### config.mk
export PLATFORM = sky130hd
export DESIGN_NAME = qsgmii_rx_top
export DESIGN_NICKNAME = d
export VERILOG_FILES = /design/src/source/qsgmii_pkg.sv /design/src/source/qsgmii_lane_splitter.sv /design/src/source/sgmii_rx_sync.sv /design/src/source/sgmii_rx_decoder.sv /design/src/source/qsgmii_rx_top.sv
export SDC_FILE = /design/constraint.sdc
export NUM_CORES = 1
export LEC_CHECK = 0
export BUFFER_PORTS_ARGS = -buffer_cell sky130_fd_sc_hd__buf_2
export CORE_ASPECT_RATIO = 0.8
export CORE_MARGIN = 2
export CORE_UTILIZATION = 35
export CTS_BUF_LIST = sky130_fd_sc_hd__clkbuf_8
export CTS_CLUSTER_SIZE = 40
export DETAILED_ROUTE_END_ITERATION = 8
export PLACE_DENSITY = 0.51
export SLEW_MARGIN = 20
export SYNTH_ARGS = -nofsm -noshare
export SYNTH_HDL_FRONTEND = slang
export SYNTH_SLANG_ARGS = --single-unit
### constraint.sdc
create_clock -name rx_clk -period 2.3 [get_ports rx_clk]
set_input_delay 0 -clock rx_clk [delete_from_list [all_inputs] [get_ports rx_clk]]
set_output_delay 0 -clock rx_clk [all_outputs]
set_load 0.005 [all_outputs]
### src/source/qsgmii_pkg.sv
package qsgmii_pkg;

	//////////////////////////////
	// Port count

	// Four SGMII ports share one QSGMII lane
	localparam int num_ports = 4;

	//////////////////////////////
	// Code groups

	// Comma that opens idle and configuration ordered sets
	localparam logic [7:0] k28_5 = 8'hbc;

	// Comma variant that marks lane zero on the wire
	localparam logic [7:0] k28_1 = 8'h3c;

	// Start of packet
	localparam logic [7:0] k27_7 = 8'hfb;

	// End of packet
	localparam logic [7:0] k29_7 = 8'hfd;

	// Second byte of /C1/ and /C2/
	localparam logic [7:0] d21_5 = 8'hb5;
	localparam logic [7:0] d2_2 = 8'h42;

	// GMII replaces /S/ with a preamble byte
	localparam logic [7:0] preamble_byte = 8'h55;

	//////////////////////////////
	// Synchronization thresholds

	// Clean commas in a row before a port is declared in sync
	localparam int sync_acquire_commas = 3;

	// Errored code groups in a row before sync is dropped
	localparam int sync_loss_errors = 4;

	//////////////////////////////
	// SGMII configuration word

	// Field layout as sent by the PHY side of an SGMII link
	typedef struct packed {
		logic link_up;
		logic ack;
		logic reserved_hi;
		logic full_duplex;
		logic [1:0] speed;			// 0 = 10M, 1 = 100M, 2 = 1000M
		logic [8:0] reserved_lo;
		logic sgmii_mode;
	} sgmii_config_fields_t;

	// Built as raw bytes, read back as fields
	typedef union packed {
		logic [15:0] raw;
		sgmii_config_fields_t fields;
	} sgmii_config_word_t;

endpackage

### src/source/qsgmii_lane_splitter.sv
`timescale 1ns/1ps

module qsgmii_lane_splitter import qsgmii_pkg::*; (
	input logic rx_clk,
	input logic rst_n,

	// Raw transceiver word, four code groups wide
	input logic rx_data_valid,
	input logic [num_ports-1:0] rx_data_is_ctl,
	input logic [num_ports*8-1:0] rx_data,
	input logic [num_ports-1:0] rx_disparity_err,
	input logic [num_ports-1:0] rx_symbol_err,

	// Same word with byte i belonging to port i
	output logic lane_valid,
	output logic [num_ports-1:0] lane_is_ctl,
	output logic [num_ports*8-1:0] lane_data,
	output logic [num_ports-1:0] lane_err
);

	//////////////////////////////
	// Lane rotation

	// Input lane that currently carries port zero
	logic [1:0] base_lane;
	logic [1:0] next_base;

	// Source lane for every output byte
	logic [1:0] src_lane [num_ports];

	// Rotated word before the output register
	logic [num_ports-1:0] map_is_ctl;
	logic [num_ports*8-1:0] map_data;
	logic [num_ports-1:0] map_err;

	always_comb begin
		next_base = base_lane;
		for (int i = 0; i < num_ports; i++) begin
			// Two-bit add wraps around the four lanes
			src_lane[i] = 2'(i) + base_lane;

			map_is_ctl[i] = rx_data_is_ctl[src_lane[i]];
			map_data[i*8 +: 8] = rx_data[src_lane[i]*8 +: 8];

			// Both error kinds follow their own lane
			map_err[i] = rx_disparity_err[src_lane[i]] | rx_symbol_err[src_lane[i]];

			// K28.1 names lane zero
			// It is really a K28.5 as far as the port is concerned
			if (rx_data_valid && rx_data_is_ctl[src_lane[i]] &&
				(rx_data[src_lane[i]*8 +: 8] == k28_1)) begin
				map_data[i*8 +: 8] = k28_5;
				next_base = src_lane[i];
			end
		end
	end

	//////////////////////////////
	// Output register

	// New base applies from the following word
	always_ff @(posedge rx_clk or negedge rst_n) begin
		if (!rst_n) begin
			base_lane <= 2'd0;
			lane_valid <= 1'b0;
		end else begin
			base_lane <= next_base;
			lane_valid <= rx_data_valid;
		end
	end

	// Data moves every cycle, valid or not
	always_ff @(posedge rx_clk) begin
		lane_is_ctl <= map_is_ctl;
		lane_data <= map_data;
		lane_err <= map_err;
	end

endmodule

### src/source/sgmii_rx_sync.sv
`timescale 1ns/1ps

module sgmii_rx_sync import qsgmii_pkg::*; (
	input logic rx_clk,
	input logic rst_n,

	// One code group from the splitter
	input logic in_valid,
	input logic in_is_ctl,
	input logic [7:0] in_data,
	input logic in_err,

	// Same code group one cycle later
	output logic byte_valid,
	output logic byte_is_ctl,
	output logic [7:0] byte_data,
	output logic byte_err,

	// Port is in code-group sync
	output logic code_sync
);

	//////////////////////////////
	// Counters

	// Clean commas seen since the last bad code group
	logic [1:0] comma_cnt;

	// Bad code groups in a row while in sync
	logic [1:0] err_cnt;

	// Error-free K28.5
	logic is_comma;

	assign is_comma = in_is_ctl && (in_data == k28_5) && !in_err;

	//////////////////////////////
	// Sync state machine

	always_ff @(posedge rx_clk or negedge rst_n) begin
		if (!rst_n) begin
			code_sync <= 1'b0;
			comma_cnt <= 2'd0;
			err_cnt <= 2'd0;
			byte_valid <= 1'b0;
		end else begin
			byte_valid <= in_valid;

			if (in_valid) begin
				if (!code_sync) begin
					// Hunting for commas
					if (in_err) begin
						comma_cnt <= 2'd0;
					end else if (is_comma) begin
						if (comma_cnt == 2'(sync_acquire_commas - 1)) begin
							code_sync <= 1'b1;
							comma_cnt <= 2'd0;
							err_cnt <= 2'd0;
						end else begin
							comma_cnt <= comma_cnt + 2'd1;
						end
					end
				end else begin
					// Locked, watch for a run of errors
					if (in_err) begin
						if (err_cnt == 2'(sync_loss_errors - 1)) begin
							code_sync <= 1'b0;
							err_cnt <= 2'd0;
							comma_cnt <= 2'd0;
						end else begin
							err_cnt <= err_cnt + 2'd1;
						end
					end else begin
						// Any good code group breaks the run
						err_cnt <= 2'd0;
					end
				end
			end
		end
	end

	//////////////////////////////
	// Byte pipeline

	always_ff @(posedge rx_clk) begin
		byte_is_ctl <= in_is_ctl;
		byte_data <= in_data;
		byte_err <= in_err;
	end

endmodule

### src/source/sgmii_rx_decoder.sv
`timescale 1ns/1ps

module sgmii_rx_decoder import qsgmii_pkg::*; (
	input logic rx_clk,
	input logic rst_n,

	// Code group stream for one port
	input logic byte_valid,
	input logic byte_is_ctl,
	input logic [7:0] byte_data,
	input logic byte_err,
	input logic code_sync,

	// GMII receive side
	output logic gmii_rx_dv,
	output logic [7:0] gmii_rxd,
	output logic gmii_rx_er,

	// Accepted link partner configuration
	output logic [15:0] cfg_word,
	output logic cfg_update
);

	//////////////////////////////
	// Ordered set parser

	typedef enum logic [2:0] {
		st_idle,
		st_comma,
		st_cfg_lo,
		st_cfg_hi,
		st_packet
	} dec_state_t;

	dec_state_t state;

	// Low byte of the configuration set in flight
	logic [7:0] cfg_lo;

	// Word from the previous /C/ set, needed for the match rule
	logic [15:0] cfg_prev;
	logic [15:0] cfg_rx;

	logic is_comma;
	logic is_cfg_start;
	logic start_pkt;

	assign is_comma = byte_is_ctl && (byte_data == k28_5) && !byte_err;
	assign is_cfg_start = !byte_is_ctl && !byte_err &&
		((byte_data == d21_5) || (byte_data == d2_2));

	// /S/ only counts between ordered sets
	assign start_pkt = byte_valid && code_sync && byte_is_ctl && !byte_err &&
		(byte_data == k27_7) && ((state == st_idle) || (state == st_comma));

	// Config word arrives low byte first
	assign cfg_rx = {byte_data, cfg_lo};

	always_ff @(posedge rx_clk or negedge rst_n) begin
		if (!rst_n) begin
			state <= st_idle;
			gmii_rx_dv <= 1'b0;
			gmii_rx_er <= 1'b0;
			cfg_word <= 16'h0000;
			cfg_prev <= 16'h0000;
			cfg_update <= 1'b0;
		end else begin
			cfg_update <= 1'b0;
			gmii_rx_dv <= 1'b0;
			gmii_rx_er <= 1'b0;

			if (!code_sync) begin
				// Sync lost mid-frame, flag the byte that was cut
				if (byte_valid && (state == st_packet)) begin
					gmii_rx_dv <= 1'b1;
					gmii_rx_er <= 1'b1;
				end
				// Forget the partner so it is accepted again on relock
				state <= st_idle;
				cfg_word <= 16'h0000;
				cfg_prev <= 16'h0000;
			end else if (byte_valid) begin
				case (state)
					st_idle, st_comma: begin
						if (start_pkt) begin
							state <= st_packet;
							gmii_rx_dv <= 1'b1;
						end else if (is_comma) begin
							state <= st_comma;
						end else if ((state == st_comma) && is_cfg_start) begin
							state <= st_cfg_lo;
						end else begin
							state <= st_idle;
						end
					end

					st_cfg_lo: begin
						// Control or bad data aborts the set
						if (byte_is_ctl || byte_err)
							state <= is_comma ? st_comma : st_idle;
						else
							state <= st_cfg_hi;
					end

					st_cfg_hi: begin
						if (byte_is_ctl || byte_err) begin
							state <= is_comma ? st_comma : st_idle;
						end else begin
							state <= st_idle;
							cfg_prev <= cfg_rx;
							// Two matching copies in a row, and something new
							if ((cfg_rx == cfg_prev) && (cfg_rx != cfg_word)) begin
								cfg_word <= cfg_rx;
								cfg_update <= 1'b1;
							end
						end
					end

					st_packet: begin
						if (is_comma) begin
							// Frame ended without /T/
							gmii_rx_dv <= 1'b1;
							gmii_rx_er <= 1'b1;
							state <= st_comma;
						end else if (byte_is_ctl && !byte_err && (byte_data == k29_7)) begin
							state <= st_idle;
						end else begin
							gmii_rx_dv <= 1'b1;
							gmii_rx_er <= byte_err | byte_is_ctl;
						end
					end

					default: state <= st_idle;
				endcase
			end
		end
	end

	//////////////////////////////
	// Data path

	always_ff @(posedge rx_clk) begin
		gmii_rxd <= start_pkt ? preamble_byte : byte_data;
		if (byte_valid && (state == st_cfg_lo))
			cfg_lo <= byte_data;
	end

endmodule

### src/source/qsgmii_rx_top.sv
`timescale 1ns/1ps

module qsgmii_rx_top import qsgmii_pkg::*; (
	input logic rx_clk,
	input logic rst_n,

	// Transceiver receive word
	input logic rx_data_valid,
	input logic [num_ports-1:0] rx_data_is_ctl,
	input logic [num_ports*8-1:0] rx_data,
	input logic [num_ports-1:0] rx_disparity_err,
	input logic [num_ports-1:0] rx_symbol_err,

	// GMII receive, one byte lane per port
	output logic [num_ports-1:0] gmii_rx_dv,
	output logic [num_ports*8-1:0] gmii_rxd,
	output logic [num_ports-1:0] gmii_rx_er,

	// Port status
	output logic [num_ports-1:0] code_sync,
	output logic [num_ports-1:0] link_up,
	output logic [num_ports-1:0] full_duplex,
	output logic [num_ports*2-1:0] link_speed,
	output logic [num_ports-1:0] cfg_valid
);

	//////////////////////////////
	// Lane alignment

	logic lane_valid;
	logic [num_ports-1:0] lane_is_ctl;
	logic [num_ports*8-1:0] lane_data;
	logic [num_ports-1:0] lane_err;

	qsgmii_lane_splitter qsgmii_lane_splitter_inst (
		.rx_clk(rx_clk),
		.rst_n(rst_n),
		.rx_data_valid(rx_data_valid),
		.rx_data_is_ctl(rx_data_is_ctl),
		.rx_data(rx_data),
		.rx_disparity_err(rx_disparity_err),
		.rx_symbol_err(rx_symbol_err),
		.lane_valid(lane_valid),
		.lane_is_ctl(lane_is_ctl),
		.lane_data(lane_data),
		.lane_err(lane_err)
	);

	//////////////////////////////
	// Per-port receive chains

	// Sync to decoder
	logic [num_ports-1:0] byte_valid;
	logic [num_ports-1:0] byte_is_ctl;
	logic [num_ports*8-1:0] byte_data;
	logic [num_ports-1:0] byte_err;

	// Decoder configuration outputs
	logic [num_ports*16-1:0] cfg_word;
	logic [num_ports-1:0] cfg_update;

	for (genvar p = 0; p < num_ports; p++) begin : g_port
		// Last accepted word, kept across loss of sync
		sgmii_config_word_t cfg_held;
		// Word shown on the outputs
		sgmii_config_word_t cfg_now;
		logic cfg_valid_q;

		sgmii_rx_sync sgmii_rx_sync_inst (
			.rx_clk(rx_clk),
			.rst_n(rst_n),
			.in_valid(lane_valid),
			.in_is_ctl(lane_is_ctl[p]),
			.in_data(lane_data[p*8 +: 8]),
			.in_err(lane_err[p]),
			.byte_valid(byte_valid[p]),
			.byte_is_ctl(byte_is_ctl[p]),
			.byte_data(byte_data[p*8 +: 8]),
			.byte_err(byte_err[p]),
			.code_sync(code_sync[p])
		);

		sgmii_rx_decoder sgmii_rx_decoder_inst (
			.rx_clk(rx_clk),
			.rst_n(rst_n),
			.byte_valid(byte_valid[p]),
			.byte_is_ctl(byte_is_ctl[p]),
			.byte_data(byte_data[p*8 +: 8]),
			.byte_err(byte_err[p]),
			.code_sync(code_sync[p]),
			.gmii_rx_dv(gmii_rx_dv[p]),
			.gmii_rxd(gmii_rxd[p*8 +: 8]),
			.gmii_rx_er(gmii_rx_er[p]),
			.cfg_word(cfg_word[p*16 +: 16]),
			.cfg_update(cfg_update[p])
		);

		// Hold the accepted word, cfg_valid drops with sync
		always_ff @(posedge rx_clk or negedge rst_n) begin
			if (!rst_n) begin
				cfg_held.raw <= 16'h0000;
				cfg_valid_q <= 1'b0;
			end else begin
				if (cfg_update[p])
					cfg_held.raw <= cfg_word[p*16 +: 16];

				if (!code_sync[p])
					cfg_valid_q <= 1'b0;
				else if (cfg_update[p])
					cfg_valid_q <= 1'b1;
			end
		end

		// Forward the fresh word so status adds no cycle
		assign cfg_now.raw = cfg_update[p] ? cfg_word[p*16 +: 16] : cfg_held.raw;

		assign link_up[p] = cfg_now.fields.link_up;
		assign full_duplex[p] = cfg_now.fields.full_duplex;
		assign link_speed[p*2 +: 2] = cfg_now.fields.speed;
		assign cfg_valid[p] = cfg_valid_q | cfg_update[p];
	end

endmodule

Word level (Yosys, flattened, before mapping)
Index checks and enable logic that the tools add are counted.

Add/sub/neg operators: 11. $mul: 0. Div/mod/pow operators: 0. Order comparisons: 4. Eq/ne operators: 96. Shifts and indexed selects: 4. Muxes and demuxes: 259. Bitwise logic cells: 12. Reduce and logical (&&, ||, !) cells: 141.

Operator list (number): 2-to-1 mux 16 bit (40); equality test 8 bit (second input constant) (20); indexed part select 32 x 6 -> 8 bit (4); 2-to-1 mux 1 bit (112); 2-to-1 mux 2 bit (55); 2-to-1 mux 3 bit (32); logical AND 1 bit (76); equality test 16 bit (4); inequality test 16 bit (4); one-hot mux 3 bit (4 select lines) (4); AND reduction 4 bit (12); inequality test 2 x 1 -> 1 bit (second input constant) (20); equality test 8 x 6 -> 1 bit (second input constant) (4); equality test 8 x 7 -> 1 bit (second input constant) (4); binary-select mux 1 bit (select 2 bit) (12); equality test 3 x 2 -> 1 bit (second input constant) (8); inequality test 2 bit (second input constant) (12); nonzero test 2 bit (12); adder 2 x 1 -> 2 bit (second input constant) (8); equality test 2 bit (second input constant) (8); inequality test 4 x 3 -> 1 bit (second input constant) (4); equality test 3 x 1 -> 1 bit (second input constant) (4); equality test 3 bit (second input constant) (4); zero test 1 bit (12); 11 further kinds (52).

Register bits: 388. Bits in latches: 0. Bits in writable memories: 0. Bits in read-only memories: 0. Bits of input ports: 47. Output and inout bits: 64. Logic and storage cells: 604. Memories kept: 0.

Longest topological paths before layout
Depth in word-level cells: 10. Mapped depth: 10.

Cells and area by module
From an unflattened synthesis, not the netlist that was laid out.

Cell total of the unflattened synthesis: 1350. Area total of the unflattened synthesis: 15753.9 um^2.

By module, submodules not included: sgmii_rx_decoder (times used 4, cells each 250, area each 2657.5 um^2, seq. area each 1351.3 um^2); sgmii_rx_sync (times used 4, cells each 44, area each 568.0 um^2, seq. area each 350.3 um^2); qsgmii_lane_splitter (times used 1, cells each 130, area each 2115.8 um^2, seq. area each 875.8 um^2); qsgmii_rx_top (times used 1, cells each 44, area each 735.7 um^2, seq. area each 500.5 um^2).

Worst setup path after synthesis
No wires, ideal clock.

Kind: reg-to-reg. From: register, netlist name g_port[3].sgmii_rx_sync_inst.byte_valid. To: register g_port[0].sgmii_rx_decoder_inst.cfg_lo[0], enable pin. Setup time: 395 ps. Arrival time: 2005 ps. Data required time: 1905 ps. Path slack: -100 ps. Cell stages (with the launch flop): 5. Path buffers: 3. Path through: dfrtp_1 buf_4 clkbuf_1 buf_1 nor4bb_1.

RTL lines: end signal: assignment (RTL line sgmii_rx_decoder.sv:145) `cfg_lo <= byte_data;`; end: declaration (RTL line sgmii_rx_decoder.sv:38) `logic [7:0] cfg_lo;`.

Final worst setup path
From: register qsgmii_lane_splitter_inst.base_lane[0]. To: register qsgmii_lane_splitter_inst.base_lane[1].

Cells in the longest elaborated chain, start to end: 7.

Ends and longest elaborated chain: start: declaration (RTL line qsgmii_lane_splitter.sv:25) `logic [1:0] base_lane;`; start signal: assignment (RTL line qsgmii_lane_splitter.sv:67) `base_lane <= next_base;`; parallel branches: the longest is 7 deep, another holds adder 2 bit.

Parallel ways; which one is timed is not known. The select of a mux whose other input is x is not followed. A chain may end at the register's enable or synchronous reset.

==> results.tsv <==
stage	metric	value	unit
sta	final.setup.tns	-0.0297	ns
detailed_routing	route.detailed.wl_per_inst	17.5	microns
die	fp.dieW	233	microns
power_and_ir_drop	leakage	7.98	nW
grt	grt-ovfl-total	0	
die	start_util	35.3	%
clock_tree	clk_pin_slew	0.06	ns
clock_tree	cts_sinks	340	
status	outcome	complete, but fails checks	
clock_tree	clockBufferDepth	3	
min_path	min_path_type	in2reg	
critical_path	ff2ff_path_depth	7	
sta	finClkSkew	0.0269	ns
synthesis	yosys-top-cells-area	dfrtp_1, dfxtp_1, edfxtp_1, mux4_2, xnor2_1	
die	coreArea	41700	sq um
detailed_routing	ant_nets	0	
placed_design	pre_cts_ws	-0.0957	ns
synthesis	synth.distinct_cells	67	
critical_path	critPathLaunchType	register	
die	fp.dieArea	43700	sq um
min_path	holdPathEnd	qsgmii_lane_splitter_inst.lane_valid	
critical_path	worst-setup-path-type	reg2reg	
synthesis	synth-seq-area-share	55.2	%
die	row_count	67	
min_path	hp-start	rx_data_valid	
sta	hold_violations	0	
synthesis	synth_nets	1318	
detailed_routing	drc	0	
synthesis	ys_async_sr_fraction	57.6	%
sta	relSlewSlack	62.1	%
detailed_routing	routed_wl	37300	microns
grt	grt_pass1_wl	60300	microns
power_and_ir_drop	p_total	16.2	mW
critical_path	r2r_slack	-0.03	ns
synthesis	yosys.area.top_type	dfrtp_1	
clock_tree	numCtsBuffers	57	
sta	rsz0062_at_grt	true	
die	io_pins	111	
detailed_routing	vias	10500	
power_and_ir_drop	powerDensity	875	nW/um^2
synthesis	yosysWarnings	0	
critical_path	r2r-start	qsgmii_lane_splitter_inst.base_lane[0]	
cells_and_area	multi_input_area	6020	sq um
sta	slew_viol_final	0	
cells_and_area	antennaDiodeCount	0	
synthesis	yosysTopAreaCellShare	33.4	%
die	fp.dieH	187	microns
status	violations	setup timing	
clock_tree	clk_latency	0.64	ns
sta	post-route-min-period	2.33	ns
critical_path	crit_required	2.84	ns
critical_path	slowest_stage	or4b_4	
detailed_routing	drt_iter0_drc	634	
job	cap_violations	0	
placed_design	portBuffers	110	
sta	timing.final.crit_share	101	%
sta	worstMarginPinSlew	0.568	ns
critical_path	max_stage_delay	0.57	ns
synthesis	synth-edff-count	32	
cells_and_area	final_nets	1575	
critical_path	reg2reg_to	qsgmii_lane_splitter_inst.base_lane[1]	
critical_path	path_cells	buf_12 -> mux4_2 -> or4b_4 -> nor4_4 -> o21bai_1 -> mux2_4 -> xor2_1	
detailed_routing	vias_per_cell	4.95	
clock_tree	htreeDepth	2	
synthesis	avgSynthCellArea	11.6	sq um
critical_path	endpoint_kind	register	
grt	antenna_found_initial	1	
synthesis	dominantRegCellSynth	dfrtp_1	
clock_tree	root_buffer	clkbuf_8	
sta	fin_ws	-0.0297	ns
cells_and_area	fillers	3912	
placed_design	gp_congestion	0.851	
critical_path	arrival	2.87	ns
critical_path	cp.buffers_inverters	1	
synthesis	syn_area	14700	sq um
critical_path	critical_path.top_delay_family	simple AND/OR/NAND/NOR gates	
critical_path	crit_fanout	4	
sta	setup_viol	1	
min_path	min_path_cells	2	
cells_and_area	utilization	44.5	%
synthesis	ys_ff_latch	340	
sta	max_freq	429	MHz
power_and_ir_drop	ir_drop	0.000417	V
cells_and_area	drive_gt1_share	26.4	%
grt	grt_max_degree	55	
placed_design	hpwlAfterDp	25600	microns
detailed_routing	firstDrtPassIters	5	
cells_and_area	final-seq-area	8110	sq um
clock_tree	cts_tree	yes	
synthesis	synthCells	1267	
cells_and_area	syn_to_final_growth	26.1	%
grt	first_global_vias	10600	
grt	grt_util_all_layers	17.4	%
-- power breakdown --
| group | total [mW] | switching [mW] | leakage, nW | internal, mW |
|---|---|---|---|---|
| logic | 3.07 | 1.38 | 3.31 | 1.69 |
| clock network | 5.65 | 2.50 | 0.712 | 3.15 |
| registers | 7.50 | 0.726 | 3.96 | 6.77 |
| total | 16.2 | 4.61 | 7.98 | 11.6 |
-- layer usage --
layer / wire length (microns) / GRT usage (%) / vias up / part of all wire (%)
li1: - / - / 5015 / -
met1: 19100 / 26.9 / 5191 / 51
met2: 15700 / 24.5 / 254 / 42
met3: 1750 / 2.76 / 63 / 4.7
met4: 744 / 5.49 / 0 / 2.0
met5: 0 / 0 / - / 0
-- worst max path at each step --
| stage | startpoint | endpoint | slack (ns) | cells past startpoint |
|---|---|---|---|---|
| 6_report | qsgmii_lane_splitter_inst.base_lane[0] | qsgmii_lane_splitter_inst.base_lane[1] | -0.03 | 7 |
| 5_1_grt | qsgmii_lane_splitter_inst.base_lane[0] | qsgmii_lane_splitter_inst.base_lane[1] | -0.14 | 7 |
| 4_1_cts | qsgmii_lane_splitter_inst.base_lane[0] | qsgmii_lane_splitter_inst.base_lane[1] | -0.05 | 7 |
| 3_5_place_dp | qsgmii_lane_splitter_inst.base_lane[0] | qsgmii_lane_splitter_inst.base_lane[1] | -0.1 | 7 |
| 3_3_place_gp | qsgmii_lane_splitter_inst.base_lane[0] | qsgmii_lane_splitter_inst.base_lane[1] | -0.06 | 7 |
| 2_1_floorplan | qsgmii_lane_splitter_inst.base_lane[1] | qsgmii_lane_splitter_inst.base_lane[1] | 0.02 | 8 |
-- through the flow --
step	instances	hold slack, ns	cell area [sq um]
after floorplan	1267	-0.296	14700
after global placement	1928	-0.00911	16400
after detailed placement	1928	-0.00736	16400
after CTS	2121	0.0798	18500
after global routing	2125	0.0872	18500
final	2125	0.112	18500
-- final cells by class --
| class | count | share of cell area [%] |
|---|---|---|
| inverters | 12 | 0.243 |
| repair buffers | 317 | 13.1 |
| clock inverters | 33 | 1.08 |
| multi-input cells | 796 | 32.5 |
| flip-flops and latches | 340 | 43.8 |
| well taps | 552 | 3.73 |
| clock buffers | 75 | 5.57 |
-- flip-flops by register name, summed over array words and instances, names as in the netlist, 8 cells and up --
signal and flops:
g_port.sgmii_rx_decoder_inst.gmii_rxd 32, g_port.sgmii_rx_sync_inst.err_cnt 8, g_port.sgmii_rx_sync_inst.byte_data 32, g_port.sgmii_rx_decoder_inst.cfg_word 64
g_port.sgmii_rx_decoder_inst.cfg_lo 32, g_port.sgmii_rx_decoder_inst.cfg_prev 64, g_port.sgmii_rx_sync_inst.comma_cnt 8, g_port.sgmii_rx_decoder_inst.state 12
qsgmii_lane_splitter_inst.lane_data 32, g_port.cfg_held 16
-- cell usage after synthesis (28+ instances only) --
cell / n
dfrtp_1: 196
nand2_1: 129
dfxtp_1: 112
clkbuf_1: 85
xnor2_1: 85
a22o_1: 66
xor2_1: 47
nor2b_1: 38
nand4_1: 35
mux4_2: 34
a21boi_0: 33
edfxtp_1: 32
nor4_1: 30
nor2_1: 28
-- layout by cell type, fill, tap and decap left out, drive strengths merged, types with 33 or more instances in the layout --
master,synthesis,final
dfxtp,112,112
xor2,47,47
nor2b,38,38
clkbuf,86,77
nand2,129,129
mux4,34,34
nand4,35,35
dfrtp,196,196
dlygate4sd3,0,78
xnor2,85,85
buf,33,237
a22o,66,66
a21boi,33,33
-- logic make-up (layout without fill, tap and decap cells) --
kind of cell | count (synthesis) | after routing | synth area share, %
compound gates | 190 | 190 | 9.51
xor+xnor | 132 | 132 | 7.87
fa+ha+maj | 4 | 4 | 0.341
buf+inv | 131 | 437 | 4.02
flops | 340 | 340 | 55.2
mux | 82 | 82 | 8.74
simple gates | 388 | 388 | 14.4
-- what timing repair did --
action / in CTS / in global routing
buffers inserted: 6 / 4
hold buffers: 79 / 0
endpoints found under the setup margin: 1 / 7
resized for setup: 2 / 7
pin swaps: 4 / 3
hold endpoints to repair: 238 / 0
Note: power is estimated with default switching activity, not from simulation.
